`src/common/core_if_pkg.sv`:
```
// Core side definitions for the floating-point cluster
// Instruction types as decoded by the core, register index and queue tags
package core_if_pkg;

typedef enum logic [2:0] {
   FSGNJ,
   FMIN_MAX,
   FCMP,
   FCLASS,
   FMV_X2F,
   FMV_F2X
} instr_type_e;

typedef logic [4:0] reg_idx_t;

localparam int unsigned QUEUE_DEPTH = 4;  // Pending entries, power of two
localparam int unsigned TAG_W       = $clog2(QUEUE_DEPTH);
localparam int unsigned CNT_W       = $clog2(QUEUE_DEPTH + 1);

typedef logic [TAG_W-1:0] fp_tag_t;  // Queue slot of an instruction
typedef logic [CNT_W-1:0] fp_cnt_t;  // Occupancy, 0 to QUEUE_DEPTH

endpackage

```
`src/common/fp_ops_pkg.sv`:
```
// Floating-point encodings shared by the decoder, the non-computational
// unit and the pending queue. Formats, unit operations, function selectors,
// FCLASS bit positions, exception flags and the canonical NaNs
package fp_ops_pkg;

typedef enum logic {
   FP32,
   FP64
} fp_fmt_e;

typedef enum logic [2:0] {
   SGNJ,
   MINMAX,
   CMP,
   CLASS,
   MV_X2F,
   MV_F2X
} fp_op_e;

typedef logic [63:0] fp_word_t;   // Operand or result, FP32 lives in 31:0
typedef logic [2:0]  fp_sel_t;    // Function selector from rm
typedef logic [4:0]  fflags_t;    // NV DZ OF UF NX
typedef logic [9:0]  fp_class_t;  // One-hot FCLASS result

// Selector values per operation
localparam fp_sel_t SEL_SGNJ  = 3'd0;
localparam fp_sel_t SEL_SGNJN = 3'd1;
localparam fp_sel_t SEL_SGNJX = 3'd2;
localparam fp_sel_t SEL_MIN   = 3'd0;
localparam fp_sel_t SEL_MAX   = 3'd1;
localparam fp_sel_t SEL_LE    = 3'd0;
localparam fp_sel_t SEL_LT    = 3'd1;
localparam fp_sel_t SEL_EQ    = 3'd2;

localparam int unsigned FLAG_NV = 4;  // Invalid operation

// FCLASS bit positions
localparam int unsigned CLS_NEG_INF  = 0;
localparam int unsigned CLS_NEG_NORM = 1;
localparam int unsigned CLS_NEG_SUB  = 2;
localparam int unsigned CLS_NEG_ZERO = 3;
localparam int unsigned CLS_POS_ZERO = 4;
localparam int unsigned CLS_POS_SUB  = 5;
localparam int unsigned CLS_POS_NORM = 6;
localparam int unsigned CLS_POS_INF  = 7;
localparam int unsigned CLS_SNAN     = 8;
localparam int unsigned CLS_QNAN     = 9;

localparam logic [31:0] CANON_NAN_S = 32'h7fc00000;
localparam fp_word_t    CANON_NAN_D = 64'h7ff8000000000000;

endpackage

```
`src/common/fp_issue_if.sv`:
```
// One issued operation from the decoder to the non-computational unit
// Valid is a single-cycle strobe, there is no ready since the unit
// always accepts
`timescale 1ns/1ps

interface fp_issue_if;
import fp_ops_pkg::*;
import core_if_pkg::*;

logic     valid;
fp_tag_t  tag;   // Queue slot the result returns to
fp_op_e   op;
fp_fmt_e  fmt;
fp_sel_t  sel;
fp_word_t opa;
fp_word_t opb;

modport master (
   output valid, tag, op, fmt, sel, opa, opb
);

modport slave (
   input  valid, tag, op, fmt, sel, opa, opb
);

endinterface

```
`src/common/fp_result_if.sv`:
```
// Tagged result from the non-computational unit back to the pending queue
// Valid is a single-cycle strobe
`timescale 1ns/1ps

interface fp_result_if;
import fp_ops_pkg::*;
import core_if_pkg::*;

logic     valid;
fp_tag_t  tag;
fp_word_t data;    // Raw result, formatting happens at write-back
fflags_t  fflags;

modport master (output valid, tag, data, fflags);
modport slave  (input  valid, tag, data, fflags);

endinterface

```
`src/hw/fp_exec_cluster.sv`:
```
// Top level of the floating-point execution cluster
// Decoder and non-computational unit form the execute path, the pending
// queue tags each accepted instruction and writes back in order
`timescale 1ns/1ps

module fp_exec_cluster (
   input  logic                  clk_i,
   input  logic                  reset_i,
   input  logic                  flush_i,
   input  logic                  stall_wb_i,
   input  logic                  instr_valid_i,
   input  core_if_pkg::instr_type_e instr_type_i,
   input  fp_ops_pkg::fp_fmt_e   fmt_i,
   input  fp_ops_pkg::fp_sel_t   rm_i,
   input  core_if_pkg::reg_idx_t rd_i,
   input  fp_ops_pkg::fp_word_t  rs1_data_i,
   input  fp_ops_pkg::fp_word_t  rs2_data_i,
   output logic                  stall_o,
   // Floating-point register file
   output logic                  fp_we_o,
   output core_if_pkg::reg_idx_t fp_rd_o,
   output fp_ops_pkg::fp_word_t  fp_result_o,
   output fp_ops_pkg::fflags_t   fp_fflags_o,
   // Integer register file
   output logic                  int_we_o,
   output core_if_pkg::reg_idx_t int_rd_o,
   output fp_ops_pkg::fp_word_t  int_result_o,
   output fp_ops_pkg::fflags_t   int_fflags_o
);
import core_if_pkg::*;

logic    accept;    // Offered and the queue has room
logic    to_int;
fp_tag_t alloc_tag;

fp_issue_if  issue_if_inst ();
fp_result_if result_if_inst ();

fp_issue_decode fp_issue_decode_inst (
   .instr_valid_i (instr_valid_i),
   .accept_i      (accept),
   .instr_type_i  (instr_type_i),
   .fmt_i         (fmt_i),
   .rm_i          (rm_i),
   .rs1_data_i    (rs1_data_i),
   .rs2_data_i    (rs2_data_i),
   .tag_i         (alloc_tag),
   .issue_o       (issue_if_inst.master),
   .to_int_o      (to_int)
);

fp_noncomp_unit fp_noncomp_unit_inst (
   .clk_i    (clk_i),
   .reset_i  (reset_i),
   .flush_i  (flush_i),
   .issue_i  (issue_if_inst.slave),
   .result_o (result_if_inst.master)
);

fp_pending_queue fp_pending_queue_inst (
   .clk_i        (clk_i),
   .reset_i      (reset_i),
   .flush_i      (flush_i),
   .stall_wb_i   (stall_wb_i),
   .alloc_i      (instr_valid_i),
   .to_int_i     (to_int),
   .fmt_i        (fmt_i),
   .rd_i         (rd_i),
   .result_i     (result_if_inst.slave),
   .accept_o     (accept),
   .tag_o        (alloc_tag),
   .stall_o      (stall_o),
   .fp_we_o      (fp_we_o),
   .fp_rd_o      (fp_rd_o),
   .fp_result_o  (fp_result_o),
   .fp_fflags_o  (fp_fflags_o),
   .int_we_o     (int_we_o),
   .int_rd_o     (int_rd_o),
   .int_result_o (int_result_o),
   .int_fflags_o (int_fflags_o)
);

endmodule

```
`src/hw/fp_issue_decode.sv`:
```
// Issue decoder of the floating-point cluster, purely combinational
// Maps the core instruction type to a unit operation, forwards rm as the
// function selector and picks the destination register file
`timescale 1ns/1ps

module fp_issue_decode (
   input  logic                     instr_valid_i,
   input  logic                     accept_i,      // From the pending queue
   input  core_if_pkg::instr_type_e instr_type_i,
   input  fp_ops_pkg::fp_fmt_e      fmt_i,
   input  fp_ops_pkg::fp_sel_t      rm_i,
   input  fp_ops_pkg::fp_word_t     rs1_data_i,
   input  fp_ops_pkg::fp_word_t     rs2_data_i,
   input  core_if_pkg::fp_tag_t     tag_i,
   fp_issue_if.master               issue_o,
   output logic                     to_int_o       // Result goes to the integer file
);
import fp_ops_pkg::*;
import core_if_pkg::*;

always_comb begin : op_decode
   case (instr_type_i)
      FSGNJ:    issue_o.op = SGNJ;
      FMIN_MAX: issue_o.op = MINMAX;
      FCMP:     issue_o.op = CMP;
      FCLASS:   issue_o.op = CLASS;
      FMV_X2F:  issue_o.op = MV_X2F;
      FMV_F2X:  issue_o.op = MV_F2X;
      default:  issue_o.op = SGNJ;  // Unused encodings
   endcase
end

// Compare, classify and the move to X write an integer register
assign to_int_o = (issue_o.op == CMP) || (issue_o.op == CLASS) || (issue_o.op == MV_F2X);

assign issue_o.valid = instr_valid_i & accept_i;
assign issue_o.tag   = tag_i;
assign issue_o.fmt   = fmt_i;
assign issue_o.sel   = rm_i;
assign issue_o.opa   = rs1_data_i;  // Integer source for MV_X2F
assign issue_o.opb   = rs2_data_i;

endmodule

```
`src/hw/fp_noncomp_unit/fp_noncomp_unit.sv`:
```
// Non-computational floating-point unit, fixed latency of two cycles
// Stage 1 classifies both operands, stage 2 forms result and flags
// A flush drops everything in flight
`timescale 1ns/1ps

module fp_noncomp_unit (
   input  logic        clk_i,
   input  logic        reset_i,
   input  logic        flush_i,
   fp_issue_if.slave   issue_i,
   fp_result_if.master result_o
);
import fp_ops_pkg::*;
import core_if_pkg::*;

// One-hot class of an operand in the selected format
function automatic fp_class_t fp_classify(input fp_word_t w, input fp_fmt_e fmt);
   logic      sign;
   logic      exp_ones;
   logic      exp_zero;
   logic      man_zero;
   logic      quiet;
   fp_class_t cls;
   cls = '0;
   if (fmt == FP64) begin
      sign     = w[63];
      exp_ones = &w[62:52];
      exp_zero = ~|w[62:52];
      man_zero = ~|w[51:0];
      quiet    = w[51];
   end else begin
      sign     = w[31];
      exp_ones = &w[30:23];
      exp_zero = ~|w[30:23];
      man_zero = ~|w[22:0];
      quiet    = w[22];
   end
   if (exp_ones && man_zero) cls[sign ? CLS_NEG_INF : CLS_POS_INF] = 1'b1;
   else if (exp_ones) cls[quiet ? CLS_QNAN : CLS_SNAN] = 1'b1;
   else if (exp_zero && man_zero) cls[sign ? CLS_NEG_ZERO : CLS_POS_ZERO] = 1'b1;
   else if (exp_zero) cls[sign ? CLS_NEG_SUB : CLS_POS_SUB] = 1'b1;
   else cls[sign ? CLS_NEG_NORM : CLS_POS_NORM] = 1'b1;
   return cls;
endfunction

logic      s1_valid_q, s2_valid_q;
fp_tag_t   s1_tag_q, s2_tag_q;
fp_op_e    s1_op_q;
fp_fmt_e   s1_fmt_q;
fp_sel_t   s1_sel_q;
fp_word_t  s1_opa_q, s1_opb_q;
fp_class_t s1_cls_a_q, s1_cls_b_q;
fp_word_t  s2_data_q;
fflags_t   s2_flags_q;

logic        sign_a, sign_b, sign_inj;
logic [62:0] mag_a, mag_b;
logic        nan_a, nan_b, nan_any, snan_any, zeros;
logic        a_eq, a_lt, pick_a_min, pick_a_max;
fp_word_t    canon_nan, res_data;
fflags_t     res_flags;

// --------------------------------------------------------------------------
// Pipeline registers
// --------------------------------------------------------------------------
always_ff @(posedge clk_i) begin : pipe_ctrl
   if (reset_i || flush_i) begin
      s1_valid_q <= 1'b0;
      s2_valid_q <= 1'b0;
   end else begin
      s1_valid_q <= issue_i.valid;
      s2_valid_q <= s1_valid_q;
   end
end

always_ff @(posedge clk_i) begin : pipe_data
   if (issue_i.valid) begin
      s1_tag_q   <= issue_i.tag;
      s1_op_q    <= issue_i.op;
      s1_fmt_q   <= issue_i.fmt;
      s1_sel_q   <= issue_i.sel;
      s1_opa_q   <= issue_i.opa;
      s1_opb_q   <= issue_i.opb;
      s1_cls_a_q <= fp_classify(issue_i.opa, issue_i.fmt);
      s1_cls_b_q <= fp_classify(issue_i.opb, issue_i.fmt);
   end
   if (s1_valid_q) begin
      s2_tag_q   <= s1_tag_q;
      s2_data_q  <= res_data;
      s2_flags_q <= res_flags;
   end
end

// --------------------------------------------------------------------------
// Stage 2 result logic
// --------------------------------------------------------------------------
always_comb begin : fmt_fields
   if (s1_fmt_q == FP64) begin
      sign_a    = s1_opa_q[63];
      sign_b    = s1_opb_q[63];
      mag_a     = s1_opa_q[62:0];
      mag_b     = s1_opb_q[62:0];
      canon_nan = CANON_NAN_D;
   end else begin
      sign_a    = s1_opa_q[31];
      sign_b    = s1_opb_q[31];
      mag_a     = {32'd0, s1_opa_q[30:0]};
      mag_b     = {32'd0, s1_opb_q[30:0]};
      canon_nan = {32'd0, CANON_NAN_S};  // Boxed by the queue
   end
end

assign nan_a    = s1_cls_a_q[CLS_SNAN] | s1_cls_a_q[CLS_QNAN];
assign nan_b    = s1_cls_b_q[CLS_SNAN] | s1_cls_b_q[CLS_QNAN];
assign nan_any  = nan_a | nan_b;
assign snan_any = s1_cls_a_q[CLS_SNAN] | s1_cls_b_q[CLS_SNAN];
assign zeros    = (s1_cls_a_q[CLS_NEG_ZERO] | s1_cls_a_q[CLS_POS_ZERO]) &
                  (s1_cls_b_q[CLS_NEG_ZERO] | s1_cls_b_q[CLS_POS_ZERO]);

// Ordering of non-NaN values, +0 and -0 compare equal
assign a_eq = zeros || ((sign_a == sign_b) && (mag_a == mag_b));
assign a_lt = !zeros && ((sign_a != sign_b) ? sign_a :
                         (sign_a ? (mag_a > mag_b) : (mag_a < mag_b)));

// -0 is the smaller zero for min and max
assign pick_a_min = a_lt || (zeros && sign_a);
assign pick_a_max = (!a_lt && !a_eq) || (zeros && !sign_a);

always_comb begin : result_select
   res_data  = s1_opa_q;
   res_flags = '0;
   sign_inj  = sign_b;
   case (s1_op_q)
      SGNJ: begin
         case (s1_sel_q)
            SEL_SGNJ:  sign_inj = sign_b;
            SEL_SGNJN: sign_inj = ~sign_b;
            SEL_SGNJX: sign_inj = sign_a ^ sign_b;
            default:   sign_inj = sign_b;
         endcase
         if (s1_fmt_q == FP64) res_data = {sign_inj, s1_opa_q[62:0]};
         else res_data = {s1_opa_q[63:32], sign_inj, s1_opa_q[30:0]};
      end
      MINMAX: begin
         res_flags[FLAG_NV] = snan_any;  // Signaling NaN input only
         if (nan_a && nan_b) res_data = canon_nan;
         else if (nan_a) res_data = s1_opb_q;
         else if (nan_b) res_data = s1_opa_q;
         else begin
            case (s1_sel_q)
               SEL_MIN: res_data = pick_a_min ? s1_opa_q : s1_opb_q;
               SEL_MAX: res_data = pick_a_max ? s1_opa_q : s1_opb_q;
               default: res_data = canon_nan;
            endcase
         end
      end
      CMP: begin
         res_data = '0;
         case (s1_sel_q)
            SEL_EQ: begin
               res_data[0]        = !nan_any && a_eq;
               res_flags[FLAG_NV] = snan_any;  // Quiet compare
            end
            SEL_LT: begin
               res_data[0]        = !nan_any && a_lt;
               res_flags[FLAG_NV] = nan_any;
            end
            SEL_LE: begin
               res_data[0]        = !nan_any && (a_lt || a_eq);
               res_flags[FLAG_NV] = nan_any;
            end
            default: res_data = '0;
         endcase
      end
      CLASS:   res_data = {54'd0, s1_cls_a_q};
      default: res_data = s1_opa_q;  // Moves carry raw bits
   endcase
end

assign result_o.valid  = s2_valid_q;
assign result_o.tag    = s2_tag_q;
assign result_o.data   = s2_data_q;
assign result_o.fflags = s2_flags_q;

// Every issued operation comes back exactly two cycles later
a_fixed_latency: assert property (@(posedge clk_i) disable iff (reset_i)
   issue_i.valid && !flush_i ##1 !flush_i |=> result_o.valid);

endmodule

```
`src/hw/fp_pending_queue/fp_pending_queue.sv`:
```
// Pending-operations queue of the floating-point cluster
// Hands out the tail slot as tag, collects results by tag and retires
// in order, one entry per cycle, with NaN-boxing or sign extension
`timescale 1ns/1ps

module fp_pending_queue (
   input  logic                 clk_i,
   input  logic                 reset_i,
   input  logic                 flush_i,
   input  logic                 stall_wb_i,
   input  logic                 alloc_i,     // Instruction offered
   input  logic                 to_int_i,
   input  fp_ops_pkg::fp_fmt_e  fmt_i,
   input  core_if_pkg::reg_idx_t rd_i,
   fp_result_if.slave           result_i,
   output logic                 accept_o,
   output core_if_pkg::fp_tag_t tag_o,
   output logic                 stall_o,
   output logic                 fp_we_o,
   output core_if_pkg::reg_idx_t fp_rd_o,
   output fp_ops_pkg::fp_word_t fp_result_o,
   output fp_ops_pkg::fflags_t  fp_fflags_o,
   output logic                 int_we_o,
   output core_if_pkg::reg_idx_t int_rd_o,
   output fp_ops_pkg::fp_word_t int_result_o,
   output fp_ops_pkg::fflags_t  int_fflags_o
);
import fp_ops_pkg::*;
import core_if_pkg::*;

fp_tag_t  head_q, tail_q;
fp_cnt_t  count_q;
logic [QUEUE_DEPTH-1:0] done_q;
logic     retire;
fp_tag_t  result_rel;  // Distance of a returning tag from the head

// Entry payload
reg_idx_t rd_q     [QUEUE_DEPTH];
logic     to_int_q [QUEUE_DEPTH];
fp_fmt_e  fmt_q    [QUEUE_DEPTH];
fp_word_t data_q   [QUEUE_DEPTH];
fflags_t  flags_q  [QUEUE_DEPTH];

fp_word_t head_data;
logic     head_s;     // Head entry is single precision

assign stall_o  = (count_q == fp_cnt_t'(QUEUE_DEPTH));
assign accept_o = alloc_i & ~stall_o;
assign tag_o    = tail_q;
assign retire   = done_q[head_q] & ~stall_wb_i;

// --------------------------------------------------------------------------
// Pointers, occupancy and done bits
// --------------------------------------------------------------------------
always_ff @(posedge clk_i) begin : queue_ctrl
   if (reset_i || flush_i) begin
      head_q  <= '0;
      tail_q  <= '0;
      count_q <= '0;
      done_q  <= '0;
   end else begin
      if (accept_o) tail_q <= tail_q + 1'b1;  // Wraps, depth is a power of two
      if (retire) head_q <= head_q + 1'b1;
      case ({accept_o, retire})
         2'b10:   count_q <= count_q + 1'b1;
         2'b01:   count_q <= count_q - 1'b1;
         default: count_q <= count_q;
      endcase
      if (accept_o) done_q[tail_q] <= 1'b0;
      if (result_i.valid) done_q[result_i.tag] <= 1'b1;
      if (retire) done_q[head_q] <= 1'b0;
   end
end

always_ff @(posedge clk_i) begin : queue_data
   if (accept_o) begin
      rd_q[tail_q]     <= rd_i;
      to_int_q[tail_q] <= to_int_i;
      fmt_q[tail_q]    <= fmt_i;
   end
   if (result_i.valid) begin
      data_q[result_i.tag]  <= result_i.data;
      flags_q[result_i.tag] <= result_i.fflags;
   end
end

// --------------------------------------------------------------------------
// Write-back
// --------------------------------------------------------------------------
assign head_data = data_q[head_q];
assign head_s    = (fmt_q[head_q] == FP32);

assign fp_we_o     = retire & ~to_int_q[head_q];
assign fp_rd_o     = rd_q[head_q];
assign fp_result_o = head_s ? {32'hffff_ffff, head_data[31:0]} : head_data;  // NaN-box
assign fp_fflags_o = flags_q[head_q];

// Compare and class results have bit 31 clear, so only moves really extend
assign int_we_o     = retire & to_int_q[head_q];
assign int_rd_o     = rd_q[head_q];
assign int_result_o = head_s ? {{32{head_data[31]}}, head_data[31:0]} : head_data;
assign int_fflags_o = flags_q[head_q];

assign result_rel = result_i.tag - head_q;

// A result belongs to an allocated entry that is still waiting
a_result_pending: assert property (@(posedge clk_i) disable iff (reset_i)
   result_i.valid |-> (fp_cnt_t'(result_rel) < count_q) && !done_q[result_i.tag]);

a_count_bound: assert property (@(posedge clk_i) disable iff (reset_i)
   count_q <= fp_cnt_t'(QUEUE_DEPTH));

endmodule

```
`config.mk`:
```
export PLATFORM = sky130hd
export DESIGN_NAME = fp_exec_cluster
export DESIGN_NICKNAME = d
export VERILOG_FILES = /design/src/common/core_if_pkg.sv /design/src/common/fp_ops_pkg.sv /design/src/common/fp_issue_if.sv /design/src/common/fp_result_if.sv /design/src/hw/fp_exec_cluster.sv /design/src/hw/fp_issue_decode.sv /design/src/hw/fp_noncomp_unit/fp_noncomp_unit.sv /design/src/hw/fp_pending_queue/fp_pending_queue.sv
export SDC_FILE = /design/constraint.sdc
export NUM_CORES = 1
export LEC_CHECK = 0
export BUFFER_PORTS_ARGS = -buffer_cell sky130_fd_sc_hd__buf_4
export CAP_MARGIN = 20
export CELL_PAD_IN_SITES_DETAIL_PLACEMENT = 2
export CELL_PAD_IN_SITES_GLOBAL_PLACEMENT = 2
export CORE_MARGIN = 1.5
export CORE_UTILIZATION = 41
export DETAILED_ROUTE_END_ITERATION = 6
export PLACE_DENSITY_LB_ADDON = 0.2
export SYNTH_ARGS = -nofsm -noshare
export SYNTH_HDL_FRONTEND = slang
export SYNTH_SLANG_ARGS = --single-unit
```
`constraint.sdc`:
```
create_clock -name clk_i -period 7.9 [get_ports clk_i]
set_input_delay 0.395 -clock clk_i [delete_from_list [all_inputs] [get_ports clk_i]]
set_output_delay 0.395 -clock clk_i [all_outputs]
set_load 0.005 [all_outputs]
```
[Word-level counts from Yosys, hierarchy flattened]
Memory sizes are Yosys's and may differ from the RTL's. A register that Yosys moved wholly into a read port is not among the register bits.
Index checks and enable logic that the tools add are counted.
Cells by class
  divide/modulo/power cells: 0
  reductions and logical operators: 62
  equality and inequality tests: 19
  bitwise logic cells: 22
  order comparisons: 28
  $add $sub $neg: 4
  mux-type cells: 108
  $mul: 0
  shift operators: 0
Operator list (number)
  $mux 64: 8
  $ge 32x1->1 const B: 10
  $lt 32x5->1 const B: 10
  $pmux 64 s4: 1
  $mux 63: 3
  $pmux 64 s2: 1
  $reduce_or 52->1: 2
  $mux 10: 8
  $eq 63x63->1: 1
  $gt 63x63->1: 1
  $lt 63x63->1: 1
  $reduce_or 23->1: 2
  $mux 1: 44
  $demux 1 s4: 10
  $logic_and 1x1->1: 26
  $mux 3: 8
  $reduce_and 11->1: 2
  $reduce_or 11->1: 2
  $eq 3x2->1 const B: 7
  $mux 2: 10
  $mux 4: 5
  $reduce_and 8->1: 2
  $reduce_or 8->1: 2
  $pmux 3 s5: 1
  other kinds (28): 76
Word-level totals
  latch bits: 0
  memories kept: 5
  bits in read-only memories: 0
  input bits: 145
  word-level logic and storage cells: 265
  output and inout bits: 151
  memory bits (writable): 288
  register bits: 237
Memories
  fp_pending_queue_inst.data_q: depth 4, bits a word 64, read ports 1, clocked after Yosys merged registers in 1, write ports 1, RTL line fp_pending_queue.sv:41  | fp_word_t data_q [QUEUE_DEPTH];
  fp_pending_queue_inst.rd_q: depth 4, bits a word 5, read ports 1, clocked after Yosys merged registers in 1, write ports 1, RTL line fp_pending_queue.sv:38  | reg_idx_t rd_q [QUEUE_DEPTH];
  fp_pending_queue_inst.flags_q: depth 4, bits a word 1, read ports 1, clocked after Yosys merged registers in 1, write ports 1, RTL line fp_pending_queue.sv:42  | fflags_t flags_q [QUEUE_DEPTH];
  fp_pending_queue_inst.fmt_q: depth 4, bits a word 1, read ports 1, clocked after Yosys merged registers in 1, write ports 1, RTL line fp_pending_queue.sv:40  | fp_fmt_e fmt_q [QUEUE_DEPTH];
  fp_pending_queue_inst.to_int_q: depth 4, bits a word 1, read ports 1, clocked after Yosys merged registers in 1, write ports 1, RTL line fp_pending_queue.sv:39  | logic to_int_q [QUEUE_DEPTH];

[Longest topological paths before layout]
  depth in word-level cells: 14
  depth in mapped cells: 19
  mapped depth without buffers: 12

[Hierarchy]
A second synthesis with hierarchy kept.
Second synthesis, totals
  cell total of the unflattened synthesis: 1654
  area, all modules: 24372.1 µm²
Modules (own cells, without submodules)
  fp_pending_queue: sequential area each 9389.0 µm², cells each 635, instances 1, area an instance 12509.5 µm²
  fp_noncomp_unit: sequential area each 6586.3 µm², cells each 876, instances 1, area an instance 10792.9 µm²
  fp_issue_decode: sequential area each 0.0 µm², cells each 143, instances 1, area an instance 1069.8 µm²

[Least setup slack after synthesis]
OpenSTA, ideal clock, no wires.
  path kind: register to register
  start: register fp_noncomp_unit_inst.s2_tag_q[1] (netlist: fp_noncomp_unit_inst.result_o.tag[1])
  end: memory fp_pending_queue_inst.data_q[0][0] in the netlist's numbering (enable)
  library setup time: 0.584 ns
  data required time: 7.316 ns
  cell stages (with the launch flop): 2
  period minus slack after synthesis: 5.828 ns
  buffers on the path: 0
  setup slack: 2.072 ns
  arrival: 5.244 ns
  cells stage by stage: edfxtp_1 nor3b_1
RTL lines
  start: declaration: RTL line fp_noncomp_unit.sv:47  | fp_tag_t s1_tag_q, s2_tag_q;
  start signal: assignment: RTL line fp_noncomp_unit.sv:88  | s2_tag_q <= s1_tag_q;
  end: declaration: RTL line fp_pending_queue.sv:41
Straight into the memory's write port.

[Worst setup path after layout]
  start: register fp_noncomp_unit_inst.s1_fmt_q
  end: register fp_noncomp_unit_inst.s2_data_q[0] (netlist: fp_noncomp_unit_inst.result_o.data[0]), data pin
On the way
  longest elaborated chain between the ends: 14
  elaborated cells on any way between the ends: 34
  classes of those cells: order compare (2); eq/ne (3); mux (14); reduce/logical (15)
RTL lines
  start: declaration: RTL line fp_noncomp_unit.sv:49  | fp_fmt_e s1_fmt_q;
  start signal: assignment: RTL line fp_noncomp_unit.sv:80  | s1_fmt_q <= issue_i.fmt;
  $mux 63: RTL line fp_noncomp_unit.sv:98  | if (s1_fmt_q == FP64) begin
  $lt 63x63->1 / $gt 63x63->1 (equally long branches): RTL line fp_noncomp_unit.sv:123  | (sign_a ? (mag_a > mag_b) : (mag_a < mag_b)));
  $mux 1: RTL line fp_noncomp_unit.sv:123
  $mux 1: RTL line fp_noncomp_unit.sv:122  | assign a_lt = !zeros && ((sign_a != sign_b) ? sign_a :
  $logic_and 1x1->1: RTL line fp_noncomp_unit.sv:122
  $logic_not 1->1: RTL line fp_noncomp_unit.sv:127  | assign pick_a_max = (!a_lt && !a_eq) || (zeros && !sign_a);
  $logic_and 1x1->1: RTL line fp_noncomp_unit.sv:127
  $logic_or 1x1->1: RTL line fp_noncomp_unit.sv:127
  $mux 64: RTL line fp_noncomp_unit.sv:152  | SEL_MAX: res_data = pick_a_max ? s1_opa_q : s1_opb_q;
  $pmux 64 s2: RTL line fp_noncomp_unit.sv:150  | case (s1_sel_q)
  $mux 64: RTL line fp_noncomp_unit.sv:148  | else if (nan_b) res_data = s1_opa_q;
  $mux 64: RTL line fp_noncomp_unit.sv:147  | else if (nan_a) res_data = s1_opb_q;
  $mux 64: RTL line fp_noncomp_unit.sv:146  | if (nan_a && nan_b) res_data = canon_nan;
  $pmux 64 s4 *: RTL line fp_noncomp_unit.sv:133  | case (s1_op_q)
  named net fp_noncomp_unit_inst.res_data[0]: RTL line fp_noncomp_unit.sv:60  | fp_word_t canon_nan, res_data;
  end signal: assignment: RTL line fp_noncomp_unit.sv:89  | s2_data_q <= res_data;
  end: declaration: RTL line fp_noncomp_unit.sv:53  | fp_word_t s2_data_q;
Mark *: on every way through the listed nets, which the timed path passes. The rest lies on a longest branch.
A chain may end at the register's enable or synchronous reset.

==> flow_metrics.py <==
metrics = {
    "placed_design": {
        "gp_congestion": 0.8201,
        "portBuffers": 287,
        "place_ws_ns": 2.621,
        "place_hpwl_um": 52860,
        "dp.cells": 2650,
    },
    "clocking": {
        "root_buffer": "clkbuf_16",
        "clk_latency_ns": 0.62,
        "cts_made_buffers": 55,
        "cts_tree": "done",
        "hold_buffers": 132,
        "clockBufferDepth": 3,
        "cts_resized": 0,
        "post_cts_buffers": 0,
        "h-tree-depth": 2,
        "cts.clk_slew.worst_paths_ns": 0.07,
        "clock-sinks": 521,
    },
    "sta": {
        "slew_headroom_pct": 22.98,
        "fmax_mhz": 184.7,
        "skew_ns": 0.02615,
        "worst_slew_pin_slew_ns": 1.155,
        "setup_viol": 0,
        "timing.final.ws_setup_ns": 2.487,
        "tns_ns": 0,
        "drv_slew": 0,
        "layout_min_cycle_time_ns": 5.413,
        "final.period_utilization_pct": 68.52,
        "rsz0062_at_grt": "no",
        "hold_viol_final": 0,
    },
    "power": {
        "max-vdd-ir-drop_mv": 0.1795,
        "leakagePower_nw": 10.69,
        "powerDensity_nw_per_um2": 216.0,
    },
    "drt": {
        "drtIter0Drc": 1150,
        "dr.pass1.iters": 5,
        "viasPerCell": 5.820,
        "wl_per_cell_um": 28.04,
        "dr_total_vias": 16760,
        "drc": 0,
        "detail-route-antenna-nets": 0,
        "wl_um": 80770,
    },
    "floorplan": {
        "die_w_um": 245.2,
        "rows": 88,
        "die_area_um2": 60120,
        "die_y_um": 245.2,
        "initial_core_util_pct": 41.60,
        "pin_count": 296,
        "core_um2": 57810,
    },
    "grt": {
        "antenna_found_initial": 1,
        "grt_max_degree": 83,
        "grt_pass1_vias": 18460,
        "gr-usage-all-layers_pct": 26.81,
        "gr-total-overflow": 0,
        "grt_pass1_wl_um": 119500,
    },
    "synth": {
        "synth_edf_count": 506,
        "syn-cell-area_um2": 24050,
        "synth_ff_type": "edfxtp_1",
        "syn_area_per_cell_um2": 14.03,
        "synth-seq-area-share_pct": 64.43,
        "async_flop_share_pct": 0,
        "synth_cell_types": 63,
        "yosysWarnings": 0,
        "syn_inst": 1714,
        "ys_ff_latch": 521,
    },
    "setup_path": {
        "required_ns": 8.27,
        "crit_type": "reg -> reg",
        "reg2reg_from": "fp_noncomp_unit_inst.s1_fmt_q",
        "crit_path_end_kind": "register",
        "critPathArrivalTime_ns": 5.79,
        "start_kind": "register",
        "timing.critical_path.from": "fp_noncomp_unit_inst.s1_fmt_q",
        "path_max_fanout": 77,
    },
    "hold_path": {
        "min-delay-start": "rs2_data_i[31]",
        "min_path_type": "in -> reg",
    },
    "layout": {
        "nets": 2292,
        "multi_input_area_um2": 7691,
        "area_delta_synth_final_pct": 24.03,
        "nFillCells": 5387,
        "final_cells": 2880,
        "drive_gt1_share_pct": 24.17,
        "ff_latch_area_um2": 15500,
    },
    "status": {
        "status": "finished clean",
    },
    "job": {
        "drv_cap": 0,
    },
}
-- cell usage in the layout (no fill, tap or decap), types with 9 or more instances in the layout --
cell type,Yosys,final
nand3_1,41,41
a21oi_1,84,84
dlygate4sd3_1,0,132
nand4_1,37,37
dfxtp_1,15,12
a211oi_1,9,9
edfxtp_1,506,506
a221o_1,12,12
o21a_1,36,36
inv_1,49,49
a31o_2,23,23
a22o_1,40,40
mux4_2,73,73
and2_1,44,44
o21ai_0,48,48
clkbuf_16,0,55
nand2b_1,34,34
buf_4,46,309
nand2_1,108,108
bufinv_16,0,9
nor4_1,34,34
a21o_1,33,33
o311ai_0,11,11
a31oi_1,23,23
o31ai_1,32,32
clkinv_2,0,14
nor3_1,16,16
nor2b_1,9,9
nor2_1,107,104
ha_1,72,72
-- cell type report --
cell class	instances	area share [%]
tap	765	3.209
sequential	521	51.98
clock inverter	35	1.451
multi-input combinational	1004	25.79
antenna	1	0.008390
inverter	51	0.6586
timing repair buffer	441	12.21
clock buffer	62	4.702
-- report_power, final --
| part | internal, mW | switching (mW) |
|---|---|---|
| Sequential | 3.10 | 0.0683 |
| Combinational | 0.240 | 0.340 |
| Clock | 1.57 | 1.12 |
| Total | 4.91 | 1.53 |
-- critical path, cell delays in order (launching register included) --
cell and delay (ns):
edfxtp_1 0.34, buf_4 0.56, and2_1 0.24, ha_1 0.28
a21oi_1 0.16, o21ai_0 0.14, a221oi_1 0.27, o21ai_0 0.16
a22oi_1 0.37, and3_1 0.34, mux2i_1 0.36, a31o_2 0.74
buf_4 0.42, a31oi_2 0.33, a221o_1 0.44
-- synthesized netlist by cell type (3+ instances only) --
cell type | number | share of area (%)
a21oi_1 | 84 | 1.7
nand4_1 | 37 | 0.96
nor2b_1 | 9 | 0.23
dfxtp_1 | 15 | 1.2
or2_2 | 6 | 0.16
inv_1 | 49 | 0.76
mux4_2 | 73 | 6.8
buf_1 | 13 | 0.20
nor3_1 | 16 | 0.33
clkbuf_1 | 75 | 1.2
nor3b_1 | 3 | 0.094
nor4_1 | 34 | 0.88
and3_1 | 5 | 0.13
a21o_1 | 33 | 1.0
a221oi_1 | 6 | 0.22
nand3b_1 | 4 | 0.12
nor2_1 | 107 | 1.7
o211ai_1 | 5 | 0.16
o21ai_0 | 48 | 1.0
nand2_1 | 108 | 1.7
o311ai_0 | 11 | 0.40
xnor2_1 | 4 | 0.15
ha_1 | 72 | 3.7
buf_2 | 10 | 0.21
and2_1 | 44 | 1.1
a22o_1 | 40 | 1.5
a31o_2 | 23 | 0.84
o21a_1 | 36 | 1.1
a211oi_1 | 9 | 0.28
o31ai_1 | 32 | 1.0
and4_1 | 3 | 0.11
a31oi_1 | 23 | 0.60
nand3_1 | 41 | 0.85
buf_4 | 46 | 1.4
a221o_1 | 12 | 0.50
nand2b_1 | 34 | 0.88
edfxtp_1 | 506 | 63
or4_1 | 4 | 0.12
mux2i_1 | 8 | 0.33
-- logic make-up after synthesis --
kind of cell | after synthesis | share of synthesized area, %
simple gates | 459 | 9.542
compound gates | 376 | 10.89
xor+xnor | 6 | 0.2185
mux | 82 | 7.216
buf+inv | 196 | 3.860
other cells | 1 | 0.01559
fa+ha+maj | 73 | 3.829
flops | 521 | 64.43
-- layer usage --
| metal | vias up | part of all wire, % | GRT usage, % |
|---|---|---|---|
| met2 | 534 | 51 | 47.19 |
| met5 | - | 0 | 0 |
| met1 | 8737 | 41 | 33.77 |
| met3 | 146 | 4.3 | 3.357 |
| li1 | 7344 | - | - |
| met4 | 0 | 3.3 | 9.840 |
-- path summary, 6_finish.rpt --
path                                                              end  slack (ns)  depth (start not counted)
worst max-delay path            fp_noncomp_unit_inst.result_o.data[0]        2.49                         14
worst min-delay path                fp_noncomp_unit_inst.s1_opb_q[31]        0.04                          1
worst max register to register  fp_noncomp_unit_inst.result_o.data[0]        2.49                         14
worst min register to register   fp_noncomp_unit_inst.result_o.tag[1]        0.42                          0
-- registers in the layout, indices dropped and copies added, names as in the netlist, 3 cells and up, named ones only --
signal / flops
fp_noncomp_unit_inst.result_o.data: 64
fp_noncomp_unit_inst.s1_cls_a_q: 10
fp_noncomp_unit_inst.s1_cls_b_q: 4
fp_noncomp_unit_inst.s1_op_q: 3
fp_noncomp_unit_inst.s1_opa_q: 64
fp_noncomp_unit_inst.s1_opb_q: 64
fp_noncomp_unit_inst.s1_sel_q: 3
fp_pending_queue_inst.count_q: 3
fp_pending_queue_inst.data_q: 256
fp_pending_queue_inst.done_q: 4
fp_pending_queue_inst.flags_q: 4
fp_pending_queue_inst.fmt_q: 4
fp_pending_queue_inst.rd_q: 20
fp_pending_queue_inst.to_int_q: 4
-- per-stage QoR --
step	util, %	instance area [um2]	total power, mW	hold WS, ns
after global routing	51.60	29830	6.615	0.02782
after CTS	51.60	29820	6.460	0.004514
after global placement	46.13	26670	3.696	0.4032
final	51.60	29830	6.443	0.04184
after detailed placement	46.13	26670	3.737	0.4321
after floorplan	-	24080	3.483	0.4003
No activity file was read; power rests on OpenSTA's default activity.
